### src/hdl/tlb_pkg.sv
`default_nettype none

package tlb_pkg;

	localparam int PAGE_BITS     = 12;  // page offset
	localparam int LINE_PTES     = 8;   // ptes per page-table line
	localparam int LINE_SEL_BITS = 3;
	localparam int VA_BITS       = 48;  // translated part of v_addr
	localparam int PTE_BITS      = 64;

	typedef logic [63:0] vaddr_t;
	typedef logic [63:0] paddr_t;
	typedef logic [PTE_BITS-1:0] pte_t;  // ppn in 63:10
	typedef logic [LINE_PTES*PTE_BITS-1:0] pte_line_t;

	// lookup status on addr_available
	typedef logic [1:0] status_t;

	localparam status_t status_idle = 2'd0;  // only after reset
	localparam status_t status_wait = 2'd1;
	localparam status_t status_hit  = 2'd2;
	localparam status_t status_miss = 2'd3;

	typedef enum logic [2:0] {
		st_idle,
		st_arb,    // waiting for grant
		st_req,    // line read on the bus
		st_beats,  // collecting response beats
		st_fill    // line written into the store
	} walk_state_t;

endpackage

`default_nettype wire
### src/hdl/tlb_walk_ctrl.sv
`timescale 1ns/1ps
`default_nettype none

module tlb_walk_ctrl (
	input  wire  clk,
	input  wire  reset,
	input  wire  lookup_miss,
	input  wire  abtr_grant,
	input  wire  bus_reqack,
	input  wire  bus_respcyc,
	input  wire  last_beat,
	output logic walk_busy,
	output logic miss_capture,
	output logic fill,
	output logic beat_en,
	output logic abtr_reqcyc,
	output logic bus_reqcyc,
	output logic bus_respack,
	output logic bus_busy
);

	tlb_pkg::walk_state_t state;
	tlb_pkg::walk_state_t state_next;

	always_ff @(posedge clk) begin
		if (reset)
			state <= tlb_pkg::st_idle;
		else
			state <= state_next;
	end

	always_comb begin
		state_next = state;
		case (state)
			tlb_pkg::st_idle: begin
				if (lookup_miss)
					state_next = tlb_pkg::st_arb;
			end
			tlb_pkg::st_arb: begin
				if (abtr_grant)
					state_next = tlb_pkg::st_req;
			end
			tlb_pkg::st_req: begin
				if (bus_reqack)  // request dropped next cycle
					state_next = tlb_pkg::st_beats;
			end
			tlb_pkg::st_beats: begin
				if (beat_en && last_beat)
					state_next = tlb_pkg::st_fill;
			end
			tlb_pkg::st_fill: begin
				state_next = tlb_pkg::st_idle;
			end
			default: begin
				state_next = tlb_pkg::st_idle;
			end
		endcase
	end

	assign walk_busy = (state != tlb_pkg::st_idle);
	assign miss_capture = (state == tlb_pkg::st_idle) && lookup_miss;
	assign fill = (state == tlb_pkg::st_fill);

	// every beat presented during st_beats is taken
	assign beat_en = (state == tlb_pkg::st_beats) && bus_respcyc;
	assign bus_respack = beat_en;

	assign abtr_reqcyc = (state != tlb_pkg::st_idle);  // arb through fill
	assign bus_reqcyc = (state == tlb_pkg::st_req);
	assign bus_busy = (state == tlb_pkg::st_req) || (state == tlb_pkg::st_beats);

	// the bus is only driven while the arbiter grants it
	a_req_granted: assert property (@(posedge clk) disable iff (reset)
		bus_reqcyc |-> abtr_grant);

endmodule

`default_nettype wire

### config.mk
export PLATFORM = sky130hd
export DESIGN_NAME = tlb_walk_ctrl
export DESIGN_NICKNAME = d
export VERILOG_FILES = /design/src/hdl/tlb_pkg.sv /design/src/hdl/tlb_walk_ctrl.sv
export SDC_FILE = /design/constraint.sdc
export NUM_CORES = 1
export LEC_CHECK = 0
export ABC_CLOCK_PERIOD_IN_PS = 1500
export BUFFER_PORTS_ARGS = -buffer_cell sky130_fd_sc_hd__buf_4
export CAP_MARGIN = 20
export CORE_AREA = 10 10 47 49
export CTS_CLUSTER_DIAMETER = 40
export DETAILED_ROUTE_END_ITERATION = 12
export DIE_AREA = 0 0 57 59
export SYNTH_ARGS = -nofsm -noshare
export SYNTH_HDL_FRONTEND = slang
export SYNTH_SLANG_ARGS = --single-unit
export TNS_END_PERCENT = 10
### constraint.sdc
create_clock -name clk -period 1.5 [get_ports clk]
set_clock_uncertainty 0.1 [all_clocks]
set_input_delay 0.3 -clock clk [delete_from_list [all_inputs] [get_ports clk]]
set_output_delay 0.3 -clock clk [all_outputs]
set_load 0.02 [all_outputs]
==> summary.json <==
{
  "cp_data_required_time_ns": 1.10,
  "cts_tree": "yes",
  "grt_pass1_vias": 280,
  "num_rows": 14,
  "power.density_cell_area_mw_per_mm2": 859,
  "cts_buffers": 3,
  "post_route_cells_drive_above_1_share_pct": 68.2,
  "synth.ff_latch_count": 3,
  "clkSinkCount": 3,
  "cts_max_level": 1,
  "detailed_place_hpwl_um": 527,
  "global_route_wire_length_before_repair_um": 1130,
  "outcome": "finished, violations left",
  "die_width_um": 57,
  "worstSetupStartpointType": "register",
  "cts_hold_buf": 0,
  "globalRouteTotalUtil_pct": 4.54,
  "max_clock_freq_ghz": 0.647,
  "yosysSeqAreaShare_pct": 30.2,
  "final_cells": 60,
  "syn-cell-area_um2": 199,
  "largest_net_degree_at_the_start_of_global_routing": 9,
  "utilization_pct": 28.6,
  "port-buffer-count": 14,
  "post-route-period-util_pct": 103,
  "cts.reportedPaths.clkPinSlew_ns": 0.04,
  "layout.nets": 52,
  "timing.max_slew.rel_slack_pct": 88.4,
  "clock_insertion_delay_worst_skew_ns": 0.23,
  "design.die.area_mm2": 0.00336,
  "clock_tree.root_cell": "sky130_fd_sc_hd__clkbuf_4",
  "globalRoute.totalOverflow": 0,
  "netlist-cell-type-count": 17,
  "worst_ep_arrival_time_ns": 1.15,
  "vdd.ir_drop.worst_v": 0.000258,
  "max_capacitance_violation_total": 0,
  "synth_area_per_cell_um2": 8.29,
  "drt-vias-per-instance": 4.00,
  "routabilityCongestion": 0.690,
  "hp-class": "input port to register",
  "synthCells": 24,
  "timing.hold.worst_endpoint": "state[0]",
  "hold_path_startpoint": "reset",
  "avgRoutedWirePerCell_um": 11.1,
  "synth.net_count": 31,
  "placedCellCount": 54,
  "final_hold_viols": 0,
  "rsz0062_at_grt": "yes",
  "crit-reg2reg-launch": "state[1]",
  "boundaryPins": 15,
  "worst-r2r-cell-count": 4,
  "period_minus_slack_ns": 1.55,
  "timing_max_transition_violations_final": 0,
  "ys_top_cells_by_area": "sky130_fd_sc_hd__dfxtp_1 (30%), sky130_fd_sc_hd__and2b_2 (8.8%), sky130_fd_sc_hd__buf_4 (7.5%)",
  "post-synth-top-area-fraction_pct": 30.2,
  "slew_worst_pin_ns": 0.174,
  "leakagePower_nw": 0.184,
  "regMostFlops": "state",
  "ys.warnings.count": 0,
  "initial_utilization_pct": 14.2,
  "violations_in_the_final_reports": "negative setup slack",
  "routed-via-count": 240,
  "largest_register_ffs": 3,
  "antenna_found_initial": 0,
  "path_max_fanout": 4,
  "finalSetupViolCount": 6,
  "reg_top3": "state x3",
  "routed_wl_um": 664,
  "critical_path.endpoint_type": "primary output",
  "totalNegativeSetupSlack_ns": -0.127,
  "remaining_drc_errors": 0,
  "antenna_fix_cells": 0,
  "clock_tree.buffer_depth": 2,
  "min_delay_path_depth": 2,
  "fin_ws_ns": -0.0454,
  "worst-r2r-setup-slack_ns": 0.33,
  "post-synth-top-area-cell": "sky130_fd_sc_hd__dfxtp_1",
  "design.core.area_mm2": 0.00140,
  "drt-pass1-iter-count": 4,
  "rr_endpoint": "state[0]",
  "first_drt_iteration_drcs": 4,
  "postPlaceCellArea_um2": 335,
  "die_height_um": 59,
  "fin_area_um2": 400,
  "detail-route-antenna-nets": 0,
  "syn2layout_area_growth_pct": 101,
  "criticalPathCategory": "register to primary output"
}
[layer usage]
metal / vias to the layer above / global-route usage, % / wire [um]
met4: 0 / 3.02 / 0
met2: 13 / 5.89 / 335
li1: 123 / - / -
met1: 104 / 4.04 / 197
met5: - / 0 / 0
met3: 0 / 5.15 / 131
[worst max-delay path, stage by stage, from the launching register on]
cell and delay (ns):
sky130_fd_sc_hd__dfxtp_2 0.32, sky130_fd_sc_hd__or3_4 0.39, sky130_fd_sc_hd__nor2_4 0.09, sky130_fd_sc_hd__buf_6 0.12
[report_power, final]
part           leakage (nW)  internal, mW  total [mW]  switching [mW]
logic                 0.144        0.0581       0.112          0.0542
clock network        0.0150        0.0998       0.143          0.0437
registers            0.0255        0.0853      0.0883         0.00300
total                 0.184         0.243       0.344           0.101
[cells by family after synthesis]
logic type | count (synthesis) | synth area share (%)
AND/OR/NAND/NOR | 15 | 47.2
buffers and inverters | 3 | 9.43
multiplexers | 1 | 5.03
AO/OA/AOI/OAI | 2 | 8.18
flip-flops | 3 | 30.2
[through the flow]
stage / power [mW] / worst slack (ns) / hold slack (ns)
after global placement: 0.195 / 0.144 / 0.379
after CTS: 0.351 / -0.0822 / 0.132
after global routing: 0.377 / -0.115 / 0.130
after floorplan: 0.151 / -0.0232 / 0.262
final: 0.344 / -0.0454 / 0.135
after detailed placement: 0.195 / 0.129 / 0.380
[cell usage after synthesis (all sizes together)]
library cell  instances
dfxtp                 3
and2b                 2
buf                   2
nand2                 2
nand3                 2
nor3                  2
or3                   2
a21oi                 1
a22oi                 1
and3                  1
inv                   1
mux2i                 1
nand4bb               1
nor2                  1
nor2b                 1
nor3b                 1
[worst max path at each step]
stage	startpoint	slack, ns	to	depth (start not counted)
after floorplan	state[1]	-0.02	bus_respack	3
after global placement	state[2]	0.14	beat_en	3
after detailed placement	state[2]	0.13	beat_en	3
after CTS	state[1]	-0.08	miss_capture	3
after global routing	state[1]	-0.12	miss_capture	3
final	state[1]	-0.05	miss_capture	3
[final cells by class]
class | count | area, um2
tap | 16 | 20.0
clock buffer | 4 | 26.3
timing repair buffer | 18 | 146
inverter | 1 | 3.75
multi-input combinational | 18 | 141
fill | 161 | 1000
sequential | 3 | 62.6
[layout by cell type, fill, tap and decap left out]
cell                        instances
sky130_fd_sc_hd__buf_6              3
sky130_fd_sc_hd__nand2_1            2
sky130_fd_sc_hd__nor2b_1            1
sky130_fd_sc_hd__or3_1              1
sky130_fd_sc_hd__nor2_4             1
sky130_fd_sc_hd__clkbuf_4           3
sky130_fd_sc_hd__nand4bb_1          1
sky130_fd_sc_hd__buf_4             15
sky130_fd_sc_hd__and3_4             1
sky130_fd_sc_hd__dfxtp_2            2
sky130_fd_sc_hd__nor3b_2            1
sky130_fd_sc_hd__a21oi_2            1
sky130_fd_sc_hd__nand3_1            2
sky130_fd_sc_hd__inv_1              1
sky130_fd_sc_hd__mux2i_1            1
sky130_fd_sc_hd__dfxtp_1            1
sky130_fd_sc_hd__nor3_1             2
sky130_fd_sc_hd__and2b_2            2
sky130_fd_sc_hd__clkbuf_1           1
sky130_fd_sc_hd__or3_4              1
sky130_fd_sc_hd__a22oi_1            1
[timing repair]
item	4_1_cts	5_1_grt
setup endpoints to repair	6	7
setup buffers	2	0
pin swaps	2	1
resized for setup	6	1
(Power assumes the default switching activity.)
