## src/hdl/tlb_pkg.sv

```systemverilog
`default_nettype none

package tlb_pkg;

	localparam int PAGE_BITS     = 12;  // page offset
	localparam int LINE_PTES     = 8;   // ptes per page-table line
	localparam int LINE_SEL_BITS = 3;
	localparam int VA_BITS       = 48;  // translated part of v_addr
	localparam int PTE_BITS      = 64;

	typedef logic [63:0] vaddr_t;
	typedef logic [63:0] paddr_t;
	typedef logic [PTE_BITS-1:0] pte_t;  // ppn in 63:10
	typedef logic [LINE_PTES*PTE_BITS-1:0] pte_line_t;

	// lookup status on addr_available
	typedef logic [1:0] status_t;

	localparam status_t status_idle = 2'd0;  // only after reset
	localparam status_t status_wait = 2'd1;
	localparam status_t status_hit  = 2'd2;
	localparam status_t status_miss = 2'd3;

	typedef enum logic [2:0] {
		st_idle,
		st_arb,    // waiting for grant
		st_req,    // line read on the bus
		st_beats,  // collecting response beats
		st_fill    // line written into the store
	} walk_state_t;

endpackage

`default_nettype wire
```

## src/hdl/pte_line_assembler.sv

```systemverilog
`timescale 1ns/1ps
`default_nettype none

module pte_line_assembler (
	input  wire                     clk,
	input  wire                     beat_en,
	input  wire tlb_pkg::pte_t      bus_resp,
	output tlb_pkg::pte_line_t      line_data
);

	localparam int LINE_BITS = tlb_pkg::LINE_PTES * tlb_pkg::PTE_BITS;

	tlb_pkg::pte_line_t line_q;

	// new beat enters at the top, first beat ends in pte 0
	always_ff @(posedge clk) begin
		if (beat_en)
			line_q <= {bus_resp, line_q[LINE_BITS-1:tlb_pkg::PTE_BITS]};
	end

	assign line_data = line_q;

endmodule

`default_nettype wire

```

## config.mk

```make
export PLATFORM = sky130hd
export DESIGN_NAME = pte_line_assembler
export DESIGN_NICKNAME = d
export VERILOG_FILES = /design/src/hdl/tlb_pkg.sv /design/src/hdl/pte_line_assembler.sv
export SDC_FILE = /design/constraint.sdc
export NUM_CORES = 1
export LEC_CHECK = 0
export BUFFER_PORTS_ARGS = -buffer_cell sky130_fd_sc_hd__buf_2
export CAP_MARGIN = 5
export CORE_AREA = 3 3 225 227
export CTS_BUF_LIST = sky130_fd_sc_hd__clkbuf_2
export DETAILED_ROUTE_END_ITERATION = 8
export DIE_AREA = 0 0 228 230
export GPL_ROUTABILITY_DRIVEN = 0
export PLACE_DENSITY = 0.52
export SLEW_MARGIN = 20
export SYNTH_ARGS = -nofsm -noshare
export SYNTH_HDL_FRONTEND = slang
export SYNTH_SLANG_ARGS = --single-unit
```

## constraint.sdc

```tcl
create_clock -name clk -period 0.8 [get_ports clk]
set_input_delay 0 -clock clk [delete_from_list [all_inputs] [get_ports clk]]
set_output_delay 0 -clock clk [all_outputs]
set_load 0.01 [all_outputs]
```

==> results of run 1 <==
## Yosys cell counts (all sizes together)
| cell | n | area share, % |
|---|---|---|
| edfxtp | 512 | 100 |
## report_power, final
group,switching (mW),internal [mW],leakage [nW]
Combinational,2.62,3.18,4.76
Sequential,0.909,31.4,5.01
Clock,10.7,8.05,0.942
## cell type report
| cell class | instances | area [sq um] |
|---|---|---|
| Timing Repair Buffer | 1048 | 7930 |
| Clock buffer | 188 | 941 |
| Antenna cell | 2 | 5.00 |
| Clock inverter | 42 | 334 |
| Tap cell | 664 | 831 |
| Sequential cell | 512 | 15400 |
| Fill cell | 4017 | 23400 |
## per-layer routing
layer	global-route usage (%)	up-vias	routed length, um
met5	0	-	0
met4	8.01	0	1370
met3	6.73	89	3580
met2	28.9	412	24000
met1	16.5	4824	15600
li1	-	4566	-
## cell families (layout without fill, tap and decap cells)
| family | count (synthesis) | in the layout | share of synthesized area (%) |
|---|---|---|---|
| flops | 512 | 512 | 100 |
| other cells | 0 | 2 | 0 |
| buf+inv | 0 | 1278 | 0 |
## worst min-delay path by stage
stage	from	to	slack [ns]	cells past startpoint
2_1_floorplan	bus_resp[0]	line_data[448]$_DFFE_PP_	0.1	0
4_1_cts	bus_resp[38]	line_data[486]$_DFFE_PP_	0.30	4
3_5_place_dp	bus_resp[62]	line_data[510]$_DFFE_PP_	0.18	1
6_report	line_data[102]$_DFFE_PP_	line_data[38]$_DFFE_PP_	0.39	0
3_3_place_gp	bus_resp[44]	line_data[492]$_DFFE_PP_	0.18	1
5_1_grt	beat_en	line_data[138]$_DFFE_PP_	0.31	4
## what timing repair did
| item | CTS | global route |
|---|---|---|
| buffers inserted | 159 | 98 |
| endpoints found under the setup margin | 513 | 1060 |
| hold buffers | 194 | 1 |
| endpoints found under the hold margin | 576 | 509 |
| gates resized for setup | 102 | 121 |
==> results.sh, run 1 <==
export IMPL_status="finished with violations"
export IMPL_violations="setup timing"
export IMPL_cp_top_family="flip-flops"
export IMPL_avgViaCountPerCell=4.03
export IMPL_utilization_pct=52.0
export IMPL_relSlewSlack_pct=49.3
export IMPL_cp_end_kind="output port"
export IMPL_fp_row_count=81
export IMPL_final_cells=2456
export IMPL_clkTransAtPathRegs_ns=0.09
export IMPL_fin_tns_setup_ns=-485.87
export IMPL_critPathKind="reg -> out"
export IMPL_reg2reg_from="line_data[453]$_DFFE_PP_"
export IMPL_place_ws_ns=-0.0790
export IMPL_drt_iter0_markers=445
export IMPL_post_route_period_util_pct=229
export IMPL_drt_wl_total_um=44500
export IMPL_netlist_area_sq_mm=0.0154
export IMPL_avgSynthCellArea_sq_um=30.0
export IMPL_clock_sinks=512
export IMPL_seq_area_frac_synth_pct=100
export IMPL_power_density_mw_per_mm2=2240
export IMPL_area_growth_pct=65.3
export IMPL_largest_reg_flops=512
export IMPL_reg2reg_depth=2
export IMPL_maxSlewViolCount=0
export IMPL_place_hpwl_um=29100
export IMPL_dpl_instance_area_sq_mm=0.0196
export IMPL_ios=578
export IMPL_cp_depth=1
export IMPL_dieHeight_um=230
export IMPL_critPathCapture="line_data[370]"
export IMPL_grt_pass1_wl_um=63300
export IMPL_final_antenna_net_count=0
export IMPL_final_cell_area_sq_mm=0.0254
export IMPL_dp_cells=1804
export IMPL_clockBufferDepth=3
export IMPL_wire_per_inst_um=18.1
export IMPL_vias=9891
export IMPL_synth_seq_cells=512
export IMPL_r2r_end="line_data[389]$_DFFE_PP_"
export IMPL_die_w_um=228
export IMPL_maxCapViolations=0
export IMPL_port_buffers=577
export IMPL_numCtsBuffers=137
export IMPL_power_mw=56.9
export IMPL_tritoncts="done"
export IMPL_peakVddDrop_mv=1.42
export IMPL_firstDrtPassIters=7
export IMPL_critPathMaxStageDelay_ns=0.49
export IMPL_worst_skew_pair_late_latency_ns=1.21
export IMPL_hold_viol=0
export IMPL_multi_input_cells=0
export IMPL_holdWs_ns=0.392
export IMPL_crit_slowest_cell="edfxtp_1"
export IMPL_drc=0
export IMPL_layout_nets=1765
export IMPL_worst_pin_slew_ns=0.760
export IMPL_crit_arrival_ns=1.83
export IMPL_worstPathRequired_ns=0.80
export IMPL_setup_viol=869
export IMPL_yosysWarnings=0
export IMPL_grt_overflow=0
export IMPL_layout_setup_ws_ns=-1.03
export IMPL_drive_above_1_share_pct=59.6
export IMPL_cp_max_fo=2
export IMPL_grt_max_degree=33
export IMPL_h_tree_depth=4
export IMPL_multi_input_area_sq_um=0
export IMPL_synth_nets=578
export IMPL_ctsRootBufferMaster="clkbuf_2"
export IMPL_rsz0062_at_grt="yes"
export IMPL_crit_chain="buf_6"
export IMPL_most_common_layout_cells="edfxtp_1, buf_2, buf_4"
export IMPL_critPathLaunch="line_data[370]$_DFFE_PP_"
export IMPL_clock_skew_final_ns=0.0953
export IMPL_hold_path_class="reg -> reg"
export IMPL_fmax_ghz=0.546
export IMPL_critPathLaunchType="register"
export IMPL_synth_distinct_cells=1
export IMPL_r2r_setup_slack_ns=-0.14
export IMPL_antenna_found_initial=2
export IMPL_grtUsageTotal_pct=16.3
export IMPL_design_die_area_sq_mm=0.0524
export IMPL_final_common_cell="edfxtp_1"
export IMPL_grt_pass1_vias=10526
export IMPL_coreArea_sq_mm=0.0488
export IMPL_cp_num_buf_inv=1
export IMPL_synthCells=512
export IMPL_fin_crit_ns=1.83
export IMPL_p_leak_nw=10.7
export IMPL_initial_core_util_pct=31.5
No activity file was read; power rests on OpenSTA's default activity.
==> run 2, diff against run 1 <==
CORE_AREA = 3 3 227 229   (was 3 3 225 227)
CTS_CLUSTER_SIZE = 12   (was default)
DIE_AREA = 0 0 230 232   (was 0 0 228 230)
PLACE_DENSITY = 0.51   (was 0.52)
==> results.sh, run 2 (synthesis gave the netlist of run 1 again) <==
export IMPL_critPathCapture="line_data[369]"
export IMPL_critPathKind="reg -> out"
export IMPL_h_tree_depth=4
export IMPL_ios=578
export IMPL_fin_tns_setup_ns=-500.92
export IMPL_fillerInstances=4107
export IMPL_status="finished with violations"
export IMPL_fin_crit_ns=1.78
export IMPL_port_buffers=577
export IMPL_crit_arrival_ns=1.78
export IMPL_ctsRootBufferMaster="clkbuf_2"
export IMPL_final_common_cell="edfxtp_1"
export IMPL_reg2reg_from="line_data[453]$_DFFE_PP_"
export IMPL_largest_reg_flops=512
export IMPL_firstDrtPassIters=4
export IMPL_cp_end_kind="output port"
export IMPL_die_w_um=230
export IMPL_r2r_end="line_data[389]$_DFFE_PP_"
export IMPL_crit_slowest_cell="edfxtp_1"
export IMPL_clock_sinks=512
export IMPL_critPathLaunchType="register"
export IMPL_coreArea_sq_mm=0.0499
export IMPL_avgViaCountPerCell=4.03
export IMPL_multi_input_area_sq_um=0
export IMPL_numCtsBuffers=133
export IMPL_worst_skew_pair_late_latency_ns=1.15
export IMPL_multi_input_cells=0
export IMPL_p_leak_nw=10.7
export IMPL_r2r_setup_slack_ns=-0.25
export IMPL_drive_above_1_share_pct=59.9
export IMPL_maxCapViolations=0
export IMPL_grt_pass1_wl_um=61800
export IMPL_violations="setup timing"
export IMPL_grtUsageTotal_pct=15.6
export IMPL_dpl_instance_area_sq_mm=0.0196
export IMPL_drc=0
export IMPL_crit_chain="buf_2"
export IMPL_cp_depth=1
export IMPL_peakVddDrop_mv=1.53
export IMPL_clockBufferDepth=3
export IMPL_initial_core_util_pct=30.8
export IMPL_cp_max_fo=2
export IMPL_most_common_layout_cells="edfxtp_1, buf_2, buf_4"
export IMPL_worstPathRequired_ns=0.80
export IMPL_fp_row_count=82
export IMPL_design_die_area_sq_mm=0.0534
export IMPL_holdWs_ns=0.428
export IMPL_clkTransAtPathRegs_ns=0.12
export IMPL_vias=10047
export IMPL_grt_max_degree=31
export IMPL_tritoncts="done"
export IMPL_place_hpwl_um=28900
export IMPL_critPathMaxStageDelay_ns=0.46
export IMPL_wire_per_inst_um=17.6
export IMPL_layout_nets=1790
export IMPL_drt_iter0_markers=460
export IMPL_antenna_found_initial=2
export IMPL_hold_viol=0
export IMPL_final_cell_area_sq_mm=0.0254
export IMPL_dieHeight_um=232
export IMPL_reg2reg_depth=3
export IMPL_layout_setup_ws_ns=-0.981
export IMPL_final_antenna_net_count=0
export IMPL_power_density_mw_per_mm2=2200
export IMPL_worst_pin_slew_ns=0.733
export IMPL_seqCellArea_sq_mm=0.0154
export IMPL_critPathLaunch="line_data[369]$_DFFE_PP_"
export IMPL_grt_overflow=0
export IMPL_clock_skew_final_ns=0.0621
export IMPL_grt_pass1_vias=10333
export IMPL_area_growth_pct=65.0
export IMPL_hold_path_class="reg -> reg"
export IMPL_relSlewSlack_pct=51.1
export IMPL_drt_wl_total_um=43800
export IMPL_cp_num_buf_inv=1
export IMPL_fmax_ghz=0.561
export IMPL_maxSlewViolCount=0
export IMPL_post_route_period_util_pct=223
export IMPL_rsz0062_at_grt="yes"
export IMPL_setup_viol=1141
export IMPL_cp_top_family="flip-flops"
run 2: cell count changes in the layout (fill, tap and decap cells not counted), moves of 3 or more:
| cell | previous run | this run |
|---|---|---|
| buf_12 | 13 | 10 |
| buf_2 | 457 | 465 |
| buf_4 | 237 | 296 |
| buf_6 | 146 | 111 |
| clkbuf_2 | 188 | 191 |
| clkinv_1 | 18 | 21 |
| clkinv_2 | 8 | 1 |
run 2: report_power, final:
part	switching [mW]	internal [mW]	total [mW]
clock	10.2	7.36	17.6
sequential	0.916	31.4	32.4
combinational	2.61	3.20	5.81
run 2: routing by layer:
layer	GRT usage, %	vias up	share of wire [%]
li1	-	4616	-
met1	16.3	4947	36
met2	27.5	390	54
met3	5.96	94	6.9
met4	7.54	0	3.2
met5	0	-	0
run 2: area by class of cell:
cell class	count	share of cell area, %
antenna	4	0.0395
clock buffer	191	3.77
clock inverter	34	0.917
sequential	512	60.6
tap	672	3.31
timing repair buffer	1077	31.4
run 2: through the flow:
step / worst slack [ns] / std cells / utilization (%) / total power [mW]
final: -0.981 / 2490 / 50.9 / 55.8
after global routing: -1.28 / 2490 / 50.9 / 58.6
after CTS: -1.27 / 2389 / 48.5 / 55.8
after detailed placement: -0.107 / 1803 / 39.2 / 36.5
after global placement: -0.0992 / 1803 / 39.2 / 36.4
after floorplan: 0.108 / 512 / - / 33.5
run 2: worst min-delay path by stage:
stage	endpoint	cells after the start	slack, ns	start
finish	line_data[386]$_DFFE_PP_	0	0.43	line_data[450]$_DFFE_PP_
global route	line_data[386]$_DFFE_PP_	4	0.33	beat_en
CTS	line_data[475]$_DFFE_PP_	4	0.37	bus_resp[27]
detailed placement	line_data[461]$_DFFE_PP_	1	0.18	bus_resp[13]
global placement	line_data[510]$_DFFE_PP_	1	0.18	bus_resp[62]
floorplan	line_data[448]$_DFFE_PP_	0	0.1	bus_resp[0]
run 2: timing repair:
item | CTS | global route
cloned | 0 | 0
setup endpoints to repair | 512 | 1113
hold buffers | 194 | 1
endpoints found under the hold margin | 576 | 441
resized for setup | 70 | 100
setup buffers | 167 | 97
run 2: worst reg2reg max path: stages (launching register included):
cell and delay, ns:
edfxtp_1 0.40, buf_4 0.15, buf_4 0.12, buf_4 0.13
==> run 3, diff against run 2 <==
clock period = 2 ns   (was 0.8 ns; I/O delays follow)
==> results.sh, run 3 (synthesis gave the netlist of run 1 again) <==
export IMPL_combinationalPowerShare_pct=8.9
export IMPL_critPathKind="reg -> out"
export IMPL_ios=578
export IMPL_drt_iter0_markers=424
export IMPL_holdPathEnd="line_data[141]$_DFFE_PP_"
export IMPL_worst_pin_slew_ns=0.761
export IMPL_design_die_area_sq_mm=0.0534
export IMPL_cp_num_buf_inv=1
export IMPL_dieHeight_um=232
export IMPL_crit_chain="buf_2"
export IMPL_post_route_period_util_pct=90.7
export IMPL_hold_path_class="reg -> reg"
export IMPL_clockBufferDepth=3
export IMPL_crit_arrival_ns=1.81
export IMPL_switching_share_pct=24.5
export IMPL_largest_reg_flops=512
export IMPL_rsz0062_at_grt="yes"
export IMPL_maxCapViolations=0
export IMPL_ctsRootBufferMaster="clkbuf_2"
export IMPL_die_w_um=230
export IMPL_cp_max_fo=2
export IMPL_fin_tns_setup_ns=0
export IMPL_layout_nets=1632
export IMPL_seqCellArea_sq_mm=0.0154
export IMPL_coreArea_sq_mm=0.0499
export IMPL_relSlewSlack_pct=49.2
export IMPL_drc=0
export IMPL_fmax_ghz=0.551
export IMPL_final_antenna_net_count=0
export IMPL_drt_wl_total_um=42200
export IMPL_antenna_found_initial=2
export IMPL_fin_crit_ns=1.81
export IMPL_drive_above_1_share_pct=56.0
export IMPL_reg2reg_depth=2
export IMPL_whs_path_depth=0
export IMPL_worst_skew_pair_late_latency_ns=1.21
export IMPL_grt_max_degree=52
export IMPL_area_growth_pct=54.7
export IMPL_grt_pass1_wl_um=60100
export IMPL_final_cell_area_sq_mm=0.0238
export IMPL_multi_input_cells=0
export IMPL_dpl_instance_area_sq_mm=0.0194
export IMPL_peakVddDrop_mv=0.502
export IMPL_numCtsBuffers=130
export IMPL_wire_per_inst_um=18.2
export IMPL_grtUsageTotal_pct=15.3
export IMPL_most_common_layout_cells="buf_2, edfxtp_1, dlygate4sd3_1"
export IMPL_p_int_mw=16.6
export IMPL_avgViaCountPerCell=4.01
export IMPL_crit_slowest_cell="edfxtp_1"
export IMPL_fp_row_count=82
export IMPL_clock_skew_final_ns=0.0946
export IMPL_clkTransAtPathRegs_ns=0.12
export IMPL_firstDrtPassIters=5
export IMPL_place_hpwl_um=28500
export IMPL_h_tree_depth=4
export IMPL_clock_sinks=512
export IMPL_power_density_mw_per_mm2=923
export IMPL_fillerInstances=4271
export IMPL_status="finished clean"
export IMPL_port_buffers=577
export IMPL_hold_viol=0
export IMPL_r2r_end="line_data[115]$_DFFE_PP_"
export IMPL_power_switching_mw=5.38
export IMPL_p_leak_nw=9.83
export IMPL_cp_top_family="flip-flops"
export IMPL_tritoncts="done"
export IMPL_pwr_share_clk_pct=32.2
export IMPL_multi_input_area_sq_um=0
export IMPL_cp_end_kind="output port"
export IMPL_grt_overflow=0
export IMPL_vias=9318
export IMPL_critPathMaxStageDelay_ns=0.43
export IMPL_maxSlewViolCount=0
export IMPL_r2r_setup_slack_ns=1.01
export IMPL_worstPathRequired_ns=2.00
export IMPL_grt_pass1_vias=9999
export IMPL_reg2reg_from="line_data[179]$_DFFE_PP_"
export IMPL_setup_viol=0
export IMPL_hp_start="line_data[205]$_DFFE_PP_"
export IMPL_critPathLaunchType="register"
export IMPL_seqPwrFrac_pct=58.9
export IMPL_initial_core_util_pct=30.8
export IMPL_final_common_cell="buf_2"
[run 3: what timing repair did]
| item | CTS | global route |
|---|---|---|
| buffers inserted | 109 | 10 |
| hold endpoints to repair | 576 | 0 |
| endpoints found under the setup margin | 279 | 37 |
| hold buffers | 195 | 0 |
| resized for setup | 64 | 21 |
[run 3: layer usage]
metal	share of wire (%)	GRT usage, %	vias to the layer above
li1	-	-	4293
met1	36	16.0	4571
met2	53	26.6	379
met3	7.3	6.29	75
met4	3.1	7.87	0
met5	0	0	-
[run 3: metrics by stage]
step / worst slack (ns) / std cells / total power, mW / util [%] / hold WS (ns)
finish: 0.187 / 2321 / 22.0 / 47.7 / 0.394
global route: -0.0882 / 2321 / 23.1 / 47.7 / 0.276
CTS: -0.129 / 2307 / 22.3 / 47.4 / 0.168
detailed placement: 0.772 / 1792 / 14.6 / 39.0 / 0.178
global placement: 0.785 / 1792 / 14.5 / 39.0 / 0.177
floorplan: 1.31 / 512 / 13.4 / - / 0.0989
[run 3: cell type report]
type	instances	share of cell area, %
clock buffers	176	3.70
flip-flops and latches	512	64.6
well taps	672	3.53
repair buffers	922	26.9
diodes	4	0.0421
clock inverters	35	1.23
[run 3: how the worst max path moves through the flow]
stage          slack [ns]  depth (start not counted)                        to                      from
2_1_floorplan        1.31                          0    line_data[0]$_DFFE_PP_   line_data[64]$_DFFE_PP_
3_3_place_gp         0.79                          3  line_data[280]$_DFFE_PP_                   beat_en
3_5_place_dp         0.77                          3  line_data[349]$_DFFE_PP_                   beat_en
4_1_cts             -0.13                          1            line_data[141]  line_data[141]$_DFFE_PP_
5_1_grt             -0.09                          1            line_data[141]  line_data[141]$_DFFE_PP_
6_report             0.19                          1            line_data[141]  line_data[141]$_DFFE_PP_
[run 3: power by group through the flow]
stage	Sequential [mW]	Combinational (mW)	Clock, mW
floorplan	13.4	0	0
global placement	13.2	1.38	0
detailed placement	13.2	1.38	0
CTS	12.9	1.94	7.43
global route	13.0	2.07	7.99
finish	12.9	1.96	7.08
