$ cat src/hdl/tlb_pkg.sv
`default_nettype none

package tlb_pkg;

	localparam int PAGE_BITS     = 12;  // page offset
	localparam int LINE_PTES     = 8;   // ptes per page-table line
	localparam int LINE_SEL_BITS = 3;
	localparam int VA_BITS       = 48;  // translated part of v_addr
	localparam int PTE_BITS      = 64;

	typedef logic [63:0] vaddr_t;
	typedef logic [63:0] paddr_t;
	typedef logic [PTE_BITS-1:0] pte_t;  // ppn in 63:10
	typedef logic [LINE_PTES*PTE_BITS-1:0] pte_line_t;

	// lookup status on addr_available
	typedef logic [1:0] status_t;

	localparam status_t status_idle = 2'd0;  // only after reset
	localparam status_t status_wait = 2'd1;
	localparam status_t status_hit  = 2'd2;
	localparam status_t status_miss = 2'd3;

	typedef enum logic [2:0] {
		st_idle,
		st_arb,    // waiting for grant
		st_req,    // line read on the bus
		st_beats,  // collecting response beats
		st_fill    // line written into the store
	} walk_state_t;

endpackage

`default_nettype wire
$ cat src/hdl/walk_beat_counter.sv
`timescale 1ns/1ps
`default_nettype none

module walk_beat_counter (
	input  wire  clk,
	input  wire  reset,
	input  wire  beat_en,
	input  wire  clear,
	output logic last_beat
);

	logic [tlb_pkg::LINE_SEL_BITS-1:0] count;
	logic line_done;  // eighth beat seen since the last clear

	always_ff @(posedge clk) begin
		if (reset || clear)
			count <= '0;
		else if (beat_en)
			count <= count + 1'b1;
	end

	always_ff @(posedge clk) begin
		if (reset || clear)
			line_done <= 1'b0;
		else if (last_beat)
			line_done <= 1'b1;
	end

	assign last_beat = beat_en && (count == tlb_pkg::LINE_SEL_BITS'(tlb_pkg::LINE_PTES - 1));

	// no extra beat gets taken once the line is complete
	a_no_beat_after_last: assert property (@(posedge clk) disable iff (reset)
		line_done |-> !beat_en);

endmodule

`default_nettype wire

$ cat config.mk
export PLATFORM = sky130hd
export DESIGN_NAME = walk_beat_counter
export DESIGN_NICKNAME = d
export VERILOG_FILES = /design/src/hdl/tlb_pkg.sv /design/src/hdl/walk_beat_counter.sv
export SDC_FILE = /design/constraint.sdc
export NUM_CORES = 1
export LEC_CHECK = 0
export CAP_MARGIN = 15
export CELL_PAD_IN_SITES_DETAIL_PLACEMENT = 1
export CELL_PAD_IN_SITES_GLOBAL_PLACEMENT = 1
export CORE_AREA = 10 10 47 49
export CTS_CLUSTER_DIAMETER = 30
export CTS_CLUSTER_SIZE = 12
export DETAILED_ROUTE_END_ITERATION = 12
export DIE_AREA = 0 0 57 59
export DONT_BUFFER_PORTS = 1
export PLACE_DENSITY = 0.3
export SKIP_LAST_GASP = 1
export SLEW_MARGIN = 15
export SYNTH_ARGS = -nofsm -noshare
export SYNTH_HDL_FRONTEND = slang
export SYNTH_SLANG_ARGS = --single-unit
$ cat constraint.sdc
create_clock -name clk -period 1.3 [get_ports clk]
set_input_delay 0.195 -clock clk [delete_from_list [all_inputs] [get_ports clk]]
set_output_delay 0.195 -clock clk [all_outputs]
set_load 0.02 [all_outputs]
==> qor.csv, run 1 <==
metric,value,unit
cp_max_fo,2,
power_density,1344,mW/mm²
fin_nets,23,
skew,0.0009567,ns
drtIter0Drc,0,
pwr-share-comb,3.2,%
yosysMostFrequentCell,dfxtp_1,
switching_share,18.26,%
ant_nets,0,
cp_slowest_cell,dfxtp_2,
drcViolationCount,0,
maxSlewViolCount,0,
num_rows,14,
crit_chain,ha_2 > ha_2 > and2_4,
outcome,"complete, no violations",
rr_worst_depth,4,
vias,108,
r2r_start,count[0]$_SDFFE_PP0P_,
clkPwrFrac,60.1,%
die_w,57,µm
synth_top_area_cell,dfxtp_1,
dr.pass1.iters,1,
min_path_type,in -> reg,
synthAdderAreaFrac,17.70,%
pwr-share-seq,36.7,%
crit_buf_inv,0,
synth_mux_area_share,14.16,%
cp_slowest_stage_delay,0.32,ns
drive_above_1_share,56.25,%
synthArstFlopShare,0,%
synthesis.instances,12,
hp-start,clear,
wl,293,µm
start_util,10.09,%
synth_top_area_share,42.48,%
finalCritPeriodShare,96.00,%
tritoncts,done,
antenna_found_initial,0,
synth.distinct_cells,7,
hold_end,count[0]$_SDFFE_PP0P_,
dieArea,0.003363,mm²
cp.required,1.11,ns
critPathMostFrequentCell,ha_2,
path_clk_slew,0.03,ns
io_buffers,0,
ys_top_cells_by_count,"dfxtp_1 (3), ha_1 (2), mux2i_1 (2), nor3_1 (2)",
dp_hpwl,251.2,µm
hold_buffers,0,
startpoint_type,flop,
setup_viol,0,
ff2ff_setup_slack,0.21,ns
cts_buffers,3,
synth_ff_type,dfxtp_1,
reg.largest.list,count (3),
syn_area_per_cell,11.78,µm²
leakagePower,0.07621,nW
netlist_top_cells_area,"dfxtp_1 (42%), ha_1 (18%), mux2i_1 (14%)",
worst_pin_slew,0.1639,ns
worstSkewPairLatency,0.23,ns
dieHeight,59,µm
grt_max_degree,5,
syn2layout_area_growth,38.94,%
grt_pass1_wl,462,µm
cts_max_level,1,
cts.path.max_buffers,2,
synth_area,141.4,µm²
p_int,0.0002157,W
gp_congestion,0.5966,
fin_tns_setup,0,ns
grt_setup_unrepaired,false,
coreArea,0.001401,mm²
path_class,reg -> out,
synthSimpleGateAreaFrac,19.47,%
synth_compound_area_share,0,%
cts-root-buf,clkbuf_4,
antenna_cells,0,
fin_crit,1.248,ns
fmax,801.3,MHz
num_io_pins,5,
switchingPower,0.00004819,W
irDropWorstVdd,0.3461,mV
hold_viol_final,0,
synth_seq_cells,3,
grt_overflow,0,
synth_top_family_by_area,simple AND/OR/NAND/NOR gates,
largest_register,count,
synth-edff-count,0,
drt-wirelength-per-cell,9.156,µm
relSlewSlack,88.76,%
clock-sinks,3,
ys_seq_area_share,42.48,%
largest_reg_flops,3,
end_kind,output port,
grt_pass1_vias,118,
worstPathArrival,1.05,ns
hold_depth,1,
yosysWarnings,0,
synthXorXnorAreaFrac,6.195,%
r2r_end,count[2]$_SDFFE_PP0P_,
critPathTopFamily,adder cells,
via_per_inst,3.375,
synth_nets,18,
max_cap_violations,0,
grt_use_total,2.243,%
hold_ws,0.02433,ns
==> power by group through the flow <==
| stage | logic [W] | clock network [W] | registers (W) |
|---|---|---|---|
| final | 0.00000849 | 0.000159 | 0.0000968 |
| after global routing | 0.0000100 | 0.000172 | 0.0000970 |
| after CTS | 0.00000849 | 0.000168 | 0.0000964 |
| after detailed placement | 0.00000839 | 0 | 0.0000977 |
| after global placement | 0.00000872 | 0 | 0.0000976 |
| after floorplan | 0.00000768 | 0 | 0.0000974 |
==> placed cells by master, fill, tap and decap left out <==
| cell | count |
|---|---|
| clkbuf_1 | 1 |
| nor3_1 | 2 |
| nor3_2 | 1 |
| mux2i_1 | 2 |
| dfxtp_1 | 1 |
| xnor2_1 | 1 |
| and2_4 | 1 |
| ha_2 | 2 |
| clkbuf_4 | 3 |
| dfxtp_2 | 2 |
==> cells by family (layout without fill, tap and decap cells) <==
| logic type | Yosys count | in the layout |
|---|---|---|
| DFF | 3 | 3 |
| adders and majority gates | 2 | 2 |
| buffers and inverters | 0 | 4 |
| muxes | 2 | 2 |
| xor gates and xnor gates | 1 | 1 |
| and+or+nand+nor | 4 | 4 |
==> final cells by class <==
type	count	area, µm²
Fill cell	175	1205
Multi-Input combinational cell	9	87.58
Sequential cell	3	62.56
Clock buffer	4	26.28
Tap cell	16	20.02
==> metal layers <==
layer	global-route usage (%)	wire, µm	vias to the layer above	share of wire, %
met2	2.016	108	7	37
li1	-	-	51	-
met4	5.034	2	0	0.68
met5	0	0	-	0
met1	1.537	122	48	42
met3	2.361	60	2	20
==> worst max path at each step <==
| stage | start | end | slack, ns | depth (start not counted) |
|---|---|---|---|---|
| final | count[0]$_SDFFE_PP0P_ | last_beat | 0.05 | 3 |
| after global routing | count[0]$_SDFFE_PP0P_ | last_beat | 0.02 | 3 |
| after CTS | count[0]$_SDFFE_PP0P_ | last_beat | 0.007 | 3 |
| after detailed placement | count[0]$_SDFFE_PP0P_ | count[2]$_SDFFE_PP0P_ | 0.17 | 4 |
| after global placement | count[0]$_SDFFE_PP0P_ | count[2]$_SDFFE_PP0P_ | 0.19 | 4 |
| after floorplan | count[0]$_SDFFE_PP0P_ | last_beat | 0.23 | 3 |
==> repair_timing <==
| action | CTS | global route |
|---|---|---|
| cloned | 0 | 0 |
| setup endpoints to repair | 1 | 1 |
| setup buffers | 0 | 0 |
| gates resized for setup | 1 | 4 |
| pin swaps | 1 | 1 |
==> per-stage QoR <==
step	util [%]	total power, W	setup WS, ns	area (µm²)	std cells
after floorplan	-	0.0001051	0.2342	141.4	12
after global placement	11.52	0.0001063	0.1852	161.4	28
after detailed placement	11.52	0.0001061	0.1736	161.4	28
after CTS	13.48	0.0002726	0.007289	188.9	32
after global routing	14.02	0.0002793	0.01893	196.4	32
final	14.02	0.0002639	0.05203	196.4	32
No activity file was read; power rests on OpenSTA's default activity.
==> inputs of run 2 (changes only) <==
--- a/config.mk
+++ b/config.mk
@@ -8,13 +8,13 @@
 export CAP_MARGIN = 15
 export CELL_PAD_IN_SITES_DETAIL_PLACEMENT = 1
 export CELL_PAD_IN_SITES_GLOBAL_PLACEMENT = 1
-export CORE_AREA = 10 10 47 49
+export CORE_AREA = 2 2 39 41
 export CTS_CLUSTER_DIAMETER = 30
 export CTS_CLUSTER_SIZE = 12
 export DETAILED_ROUTE_END_ITERATION = 12
-export DIE_AREA = 0 0 57 59
+export DIE_AREA = 0 0 41 43
 export DONT_BUFFER_PORTS = 1
-export PLACE_DENSITY = 0.3
+export PLACE_DENSITY = 0.36
 export SKIP_LAST_GASP = 1
 export SLEW_MARGIN = 15
 export SYNTH_ARGS = -nofsm -noshare
==> qor.csv, run 2 (synthesized netlist as in run 1, its figures left out) <==
metric,value,unit,change
finalCritPeriodShare,97.01,%,was 96.00%
grt_setup_unrepaired,false,,unchanged
worstSkewPairLatency,0.23,ns,about the same
fin_tns_setup,0,ns,unchanged
crit_chain,ha_1 > ha_2 > and2_4,,was ha_2 > ha_2 > and2_4
path_class,reg -> out,,unchanged
num_io_pins,5,,unchanged
ant_nets,0,,unchanged
dr.pass1.iters,1,,unchanged
reg.largest.list,count (3),,unchanged
cp_slowest_stage_delay,0.31,ns,was 0.32 ns
final_common_cell,clkbuf_4,,unchanged
hold_buffers,0,,unchanged
tritoncts,done,,unchanged
setup_viol,0,,unchanged
largest_reg_flops,3,,unchanged
cp.required,1.11,ns,about the same
irDropWorstVdd,0.3391,mV,was 0.3461 mV
outcome,"complete, no violations",,unchanged
antenna_cells,0,,unchanged
fill_cells,156,,was 175
power_density,1344,mW/mm²,about the same
end_kind,output port,,unchanged
drcViolationCount,0,,unchanged
cts-root-buf,clkbuf_4,,unchanged
postPlaceCellArea,161.4,µm²,unchanged
maxSlewViolCount,0,,unchanged
gp_congestion,0.5171,,was 0.5966
coreArea,0.001384,mm²,was 0.001401 mm²
startpoint_type,flop,,unchanged
via_per_inst,3.121,,was 3.375
crit_buf_inv,0,,unchanged
largest_register,count,,unchanged
grt_pass1_vias,106,,was 118
cp_max_fo,2,,unchanged
start_util,10.22,%,was 10.09%
multiInputGateArea,85.08,µm²,was 87.58 µm²
cp_slowest_cell,dfxtp_2,,unchanged
grt_pass1_wl,407,µm,was 462 µm
fin_crit,1.261,ns,was 1.248 ns
skew,0.0007360,ns,was 0.0009567 ns
worstPathArrival,1.07,ns,was 1.05 ns
cts_max_level,1,,unchanged
mostFrequentLayoutCells,"clkbuf_4 (3), mux2i_1 (2), nor3_1 (2), dfxtp_1 (2)",,"was clkbuf_4 (3), mux2i_1 (2), nor3_1 (2), ha_2 (2), dfxtp_2 (2)"
io_buffers,0,,unchanged
drtIter0Drc,0,,unchanged
hold_viol_final,0,,unchanged
critPathTopFamily,adder cells,,unchanged
clock-sinks,3,,unchanged
layout_setup_ws,0.03891,ns,was 0.05203 ns
max_cap_violations,0,,unchanged
fin_nets,24,,was 23
relSlewSlack,88.82,%,was 88.76%
min_path_type,in -> reg,,unchanged
ff2ff_setup_slack,0.20,ns,was 0.21 ns
grt_overflow,0,,unchanged
dp_slack,0.1713,ns,was 0.1736 ns
vias,103,,was 108
worst_pin_slew,0.1630,ns,was 0.1639 ns
drive_above_1_share,47.06,%,was 56.25%
grt_max_degree,5,,unchanged
final_area,200.2,µm²,was 196.4 µm²
wl,277,µm,was 293 µm
leakagePower,0.08389,nW,was 0.07621 nW
fmax,793.0,MHz,was 801.3 MHz
die_w,41,µm,was 57 µm
antenna_found_initial,0,,unchanged
path_clk_slew,0.04,ns,was 0.03 ns
dieHeight,43,µm,was 59 µm
cts_buffers,3,,unchanged
syn2layout_area_growth,41.59,%,was 38.94%
dieArea,0.001763,mm²,was 0.003363 mm²
grt_use_total,4.313,%,was 2.243%
cts.path.max_buffers,2,,unchanged
num_rows,14,,unchanged
seq_area,61.31,µm²,was 62.56 µm²
drt-wirelength-per-cell,8.394,µm,was 9.156 µm
==> run 2: cell count changes in the layout (fill, tap and decap cells not counted), sizes merged <==
| cell | delta |
|---|---|
| buf | +1 |
==> run 2: path summary, 6_finish.rpt <==
kind,startpoint,to,cells after the start
max,count[0]$_SDFFE_PP0P_,last_beat,3
min reg2reg,count[1]$_SDFFE_PP0P_,count[1]$_SDFFE_PP0P_,2
min,clear,count[0]$_SDFFE_PP0P_,1
max reg2reg,count[0]$_SDFFE_PP0P_,count[2]$_SDFFE_PP0P_,4
==> run 2: routing by layer <==
| metal | routed length (µm) | track usage, % | share of wire, % |
|---|---|---|---|
| met5 | 0 | 0 | 0 |
| met3 | 24 | 2.094 | 8.7 |
| met2 | 122 | 4.063 | 44 |
| met4 | 0 | 8.000 | 0 |
| met1 | 129 | 4.487 | 47 |
==> run 2: final cells by class <==
class	count	share of cell area [%]
Clock buffer	4	13.13
Tap cell	16	10.00
Sequential cell	3	30.62
Timing Repair Buffer	1	3.750
Multi-Input combinational cell	9	42.50
==> run 2: report_power, final <==
part	internal (W)	total, W	switching [W]
registers	0.0000952	0.0000963	0.00000117
clock network	0.000115	0.000161	0.0000465
logic	0.00000746	0.0000114	0.00000390
==> run 2: what timing repair did <==
| action | CTS | global route |
|---|---|---|
| cloned | 0 | 0 |
| pin swaps | 1 | 1 |
| gates resized for setup | 1 | 2 |
| setup buffers | 0 | 1 |
| endpoints found under the setup margin | 1 | 1 |
==> run 2: metrics by stage <==
stage / util, % / power, W / hold slack, ns / instances
after floorplan: - / 0.0001051 / 0.2640 / 12
after global placement: 11.66 / 0.0001060 / 0.2649 / 28
after detailed placement: 11.66 / 0.0001064 / 0.2692 / 28
after CTS: 13.65 / 0.0002763 / 0.02092 / 32
after global routing: 14.47 / 0.0002849 / 0.01515 / 33
final: 14.47 / 0.0002691 / 0.02297 / 33
==> inputs of run 3 (changes only) <==
==> constraint.sdc (replaced) <==
create_clock -name clk -period 1.36 [get_ports clk]
set_input_delay 0.204 -clock clk [delete_from_list [all_inputs] [get_ports clk]]
set_output_delay 0.204 -clock clk [all_outputs]
set_load 0.02 [all_outputs]
==> qor.csv, run 3 (synthesized netlist as in run 1, its figures left out) <==
metric,value,unit,change
outcome,"complete, no violations",,unchanged
maxSlewViolCount,0,,unchanged
layoutNonFillerInstCount,32,,was 33
switching_share,19.19,%,was 19.16%
wl,271,µm,was 277 µm
clkPwrFrac,60.6,%,was 60.0%
max_cap_violations,0,,unchanged
post_cts_buffers,0,,unchanged
worst_pin_slew,0.1863,ns,was 0.1630 ns
cts.path.max_buffers,2,,unchanged
die_w,41,µm,unchanged
dr.pass1.iters,1,,unchanged
fin_tns_setup,0,ns,unchanged
postPlaceCellArea,161.4,µm²,unchanged
tritoncts,done,,unchanged
via_per_inst,3.125,,was 3.121
p_int,0.0002058,W,was 0.0002175 W
antenna_cells,0,,unchanged
num_io_pins,5,,unchanged
ff2ff_setup_slack,0.25,ns,was 0.20 ns
drtIter0Drc,0,,unchanged
vias,100,,was 103
start_util,10.22,%,unchanged
drt-wirelength-per-cell,8.469,µm,was 8.394 µm
cp_max_fo,2,,unchanged
largest_reg_flops,3,,unchanged
rr_worst_depth,4,,unchanged
cp.required,1.16,ns,was 1.11 ns
cts-root-buf,clkbuf_4,,unchanged
grt_max_degree,5,,unchanged
clock-sinks,3,,unchanged
irDropWorstVdd,0.3183,mV,was 0.3391 mV
path_class,reg -> out,,unchanged
setup_viol,0,,unchanged
power_density,1348,mW/mm²,was 1344 mW/mm²
crit_start,count[0]$_SDFFE_PP0P_,,unchanged
switchingPower,0.00004888,W,was 0.00005157 W
finalCritPeriodShare,95.45,%,
hold_viol_final,0,,unchanged
mostFrequentLayoutCells,"clkbuf_4 (3), dfxtp_1 (3), mux2i_1 (2), nor3_1 (2), ha_1 (2)",,"was clkbuf_4 (3), mux2i_1 (2), nor3_1 (2), dfxtp_1 (2)"
drive_above_1_share,31.25,%,was 47.06%
cts_buffers,3,,unchanged
r2r_start,count[0]$_SDFFE_PP0P_,,unchanged
ant_nets,0,,unchanged
largest_register,count,,unchanged
relSlewSlack,87.49,%,was 88.82%
gp_congestion,0.5171,,unchanged
min_path_type,in -> reg,,unchanged
dieHeight,43,µm,unchanged
grt_use_total,4.313,%,unchanged
grt_pass1_wl,407,µm,unchanged
final_area,188.9,µm²,was 200.2 µm²
grt_pass1_vias,106,,unchanged
grt_setup_unrepaired,false,,unchanged
end_kind,output port,,unchanged
r2r_end,count[2]$_SDFFE_PP0P_,,unchanged
skew,0.0007360,ns,unchanged
fin_crit,1.298,ns,
grt_overflow,0,,unchanged
leakagePower,0.08136,nW,was 0.08389 nW
crit_path_end,last_beat,,unchanged
pwr-share-seq,36.1,%,was 35.8%
syn2layout_area_growth,33.63,%,was 41.59%
cts_max_level,1,,unchanged
fin_nets,23,,was 24
fmax,770.3,MHz,
worstSkewPairLatency,0.23,ns,about the same
drcViolationCount,0,,unchanged
startpoint_type,flop,,unchanged
pwr-share-comb,3.3,%,was 4.2%
worstPathArrival,1.09,ns,was 1.07 ns
reg.largest.list,count (3),,unchanged
antenna_found_initial,0,,unchanged
path_clk_slew,0.04,ns,about the same
num_rows,14,,unchanged
dp.cells,28,,unchanged
coreArea,0.001384,mm²,unchanged
dieArea,0.001763,mm²,unchanged
io_buffers,0,,unchanged
==> run 3: cell types whose count changed in the layout (fill, tap and decap cells not counted) <==
cell | before | now
buf_4 | 1 | 0
dfxtp_1 | 2 | 3
dfxtp_2 | 1 | 0
ha_1 | 1 | 2
ha_2 | 1 | 0
==> run 3: final cells by class <==
class                   instances  area, µm²
multi-input cells               9      82.58
well taps                      16      20.02
flip-flops and latches          3      60.06
clock buffers                   4      26.28
fillers                       156       1195
==> run 3: how the worst min path moves through the flow <==
stage | from | endpoint | slack [ns] | cells after the start
after floorplan | clear | count[0]$_SDFFE_PP0P_ | 0.27 | 1
after global placement | clear | count[0]$_SDFFE_PP0P_ | 0.27 | 1
after detailed placement | clear | count[0]$_SDFFE_PP0P_ | 0.28 | 1
after CTS | clear | count[0]$_SDFFE_PP0P_ | 0.03 | 1
after global routing | clear | count[0]$_SDFFE_PP0P_ | 0.03 | 1
final | clear | count[0]$_SDFFE_PP0P_ | 0.04 | 1
==> run 3: stage by stage <==
step / util, % / setup slack [ns] / hold WS (ns) / power [W]
6_report: 13.65 / 0.06182 / 0.03931 / 0.0002547
3_5_place_dp: 11.66 / 0.2313 / 0.2782 / 0.0001017
2_1_floorplan: - / 0.2852 / 0.2730 / 0.0001004
5_1_grt: 13.65 / 0.01659 / 0.03150 / 0.0002696
4_1_cts: 13.65 / 0.04386 / 0.02992 / 0.0002642
3_3_place_gp: 11.66 / 0.2634 / 0.2739 / 0.0001013
==> run 3: repair_timing <==
| item | 4_1_cts | 5_1_grt |
|---|---|---|
| resized for setup | 1 | 0 |
| hold endpoints to repair | 0 | 0 |
| setup endpoints to repair | 1 | 0 |
| hold buffers | 0 | 0 |
==> run 3: worst max-delay path, cell delays in order, from the launching register on <==
cell	delay, ns
dfxtp_1	0.31
ha_1	0.20
ha_1	0.17
and2_4	0.18
==> run 3: per-layer routing <==
layer | up-vias | routed length (µm) | global-route usage [%]
met3 | 0 | 24 | 2.094
met2 | 5 | 119 | 4.063
met4 | 0 | 0 | 8.000
met5 | - | 0 | 0
li1 | 50 | - | -
met1 | 45 | 127 | 4.487
==> run 3: power by group through the flow <==
stage               Sequential (W)  Clock [W]  Combinational, W
detailed placement       0.0000934          0        0.00000833
global route             0.0000924   0.000168        0.00000924
global placement         0.0000933          0        0.00000803
finish                   0.0000920   0.000154        0.00000837
floorplan                0.0000931          0        0.00000734
CTS                      0.0000921   0.000164        0.00000860
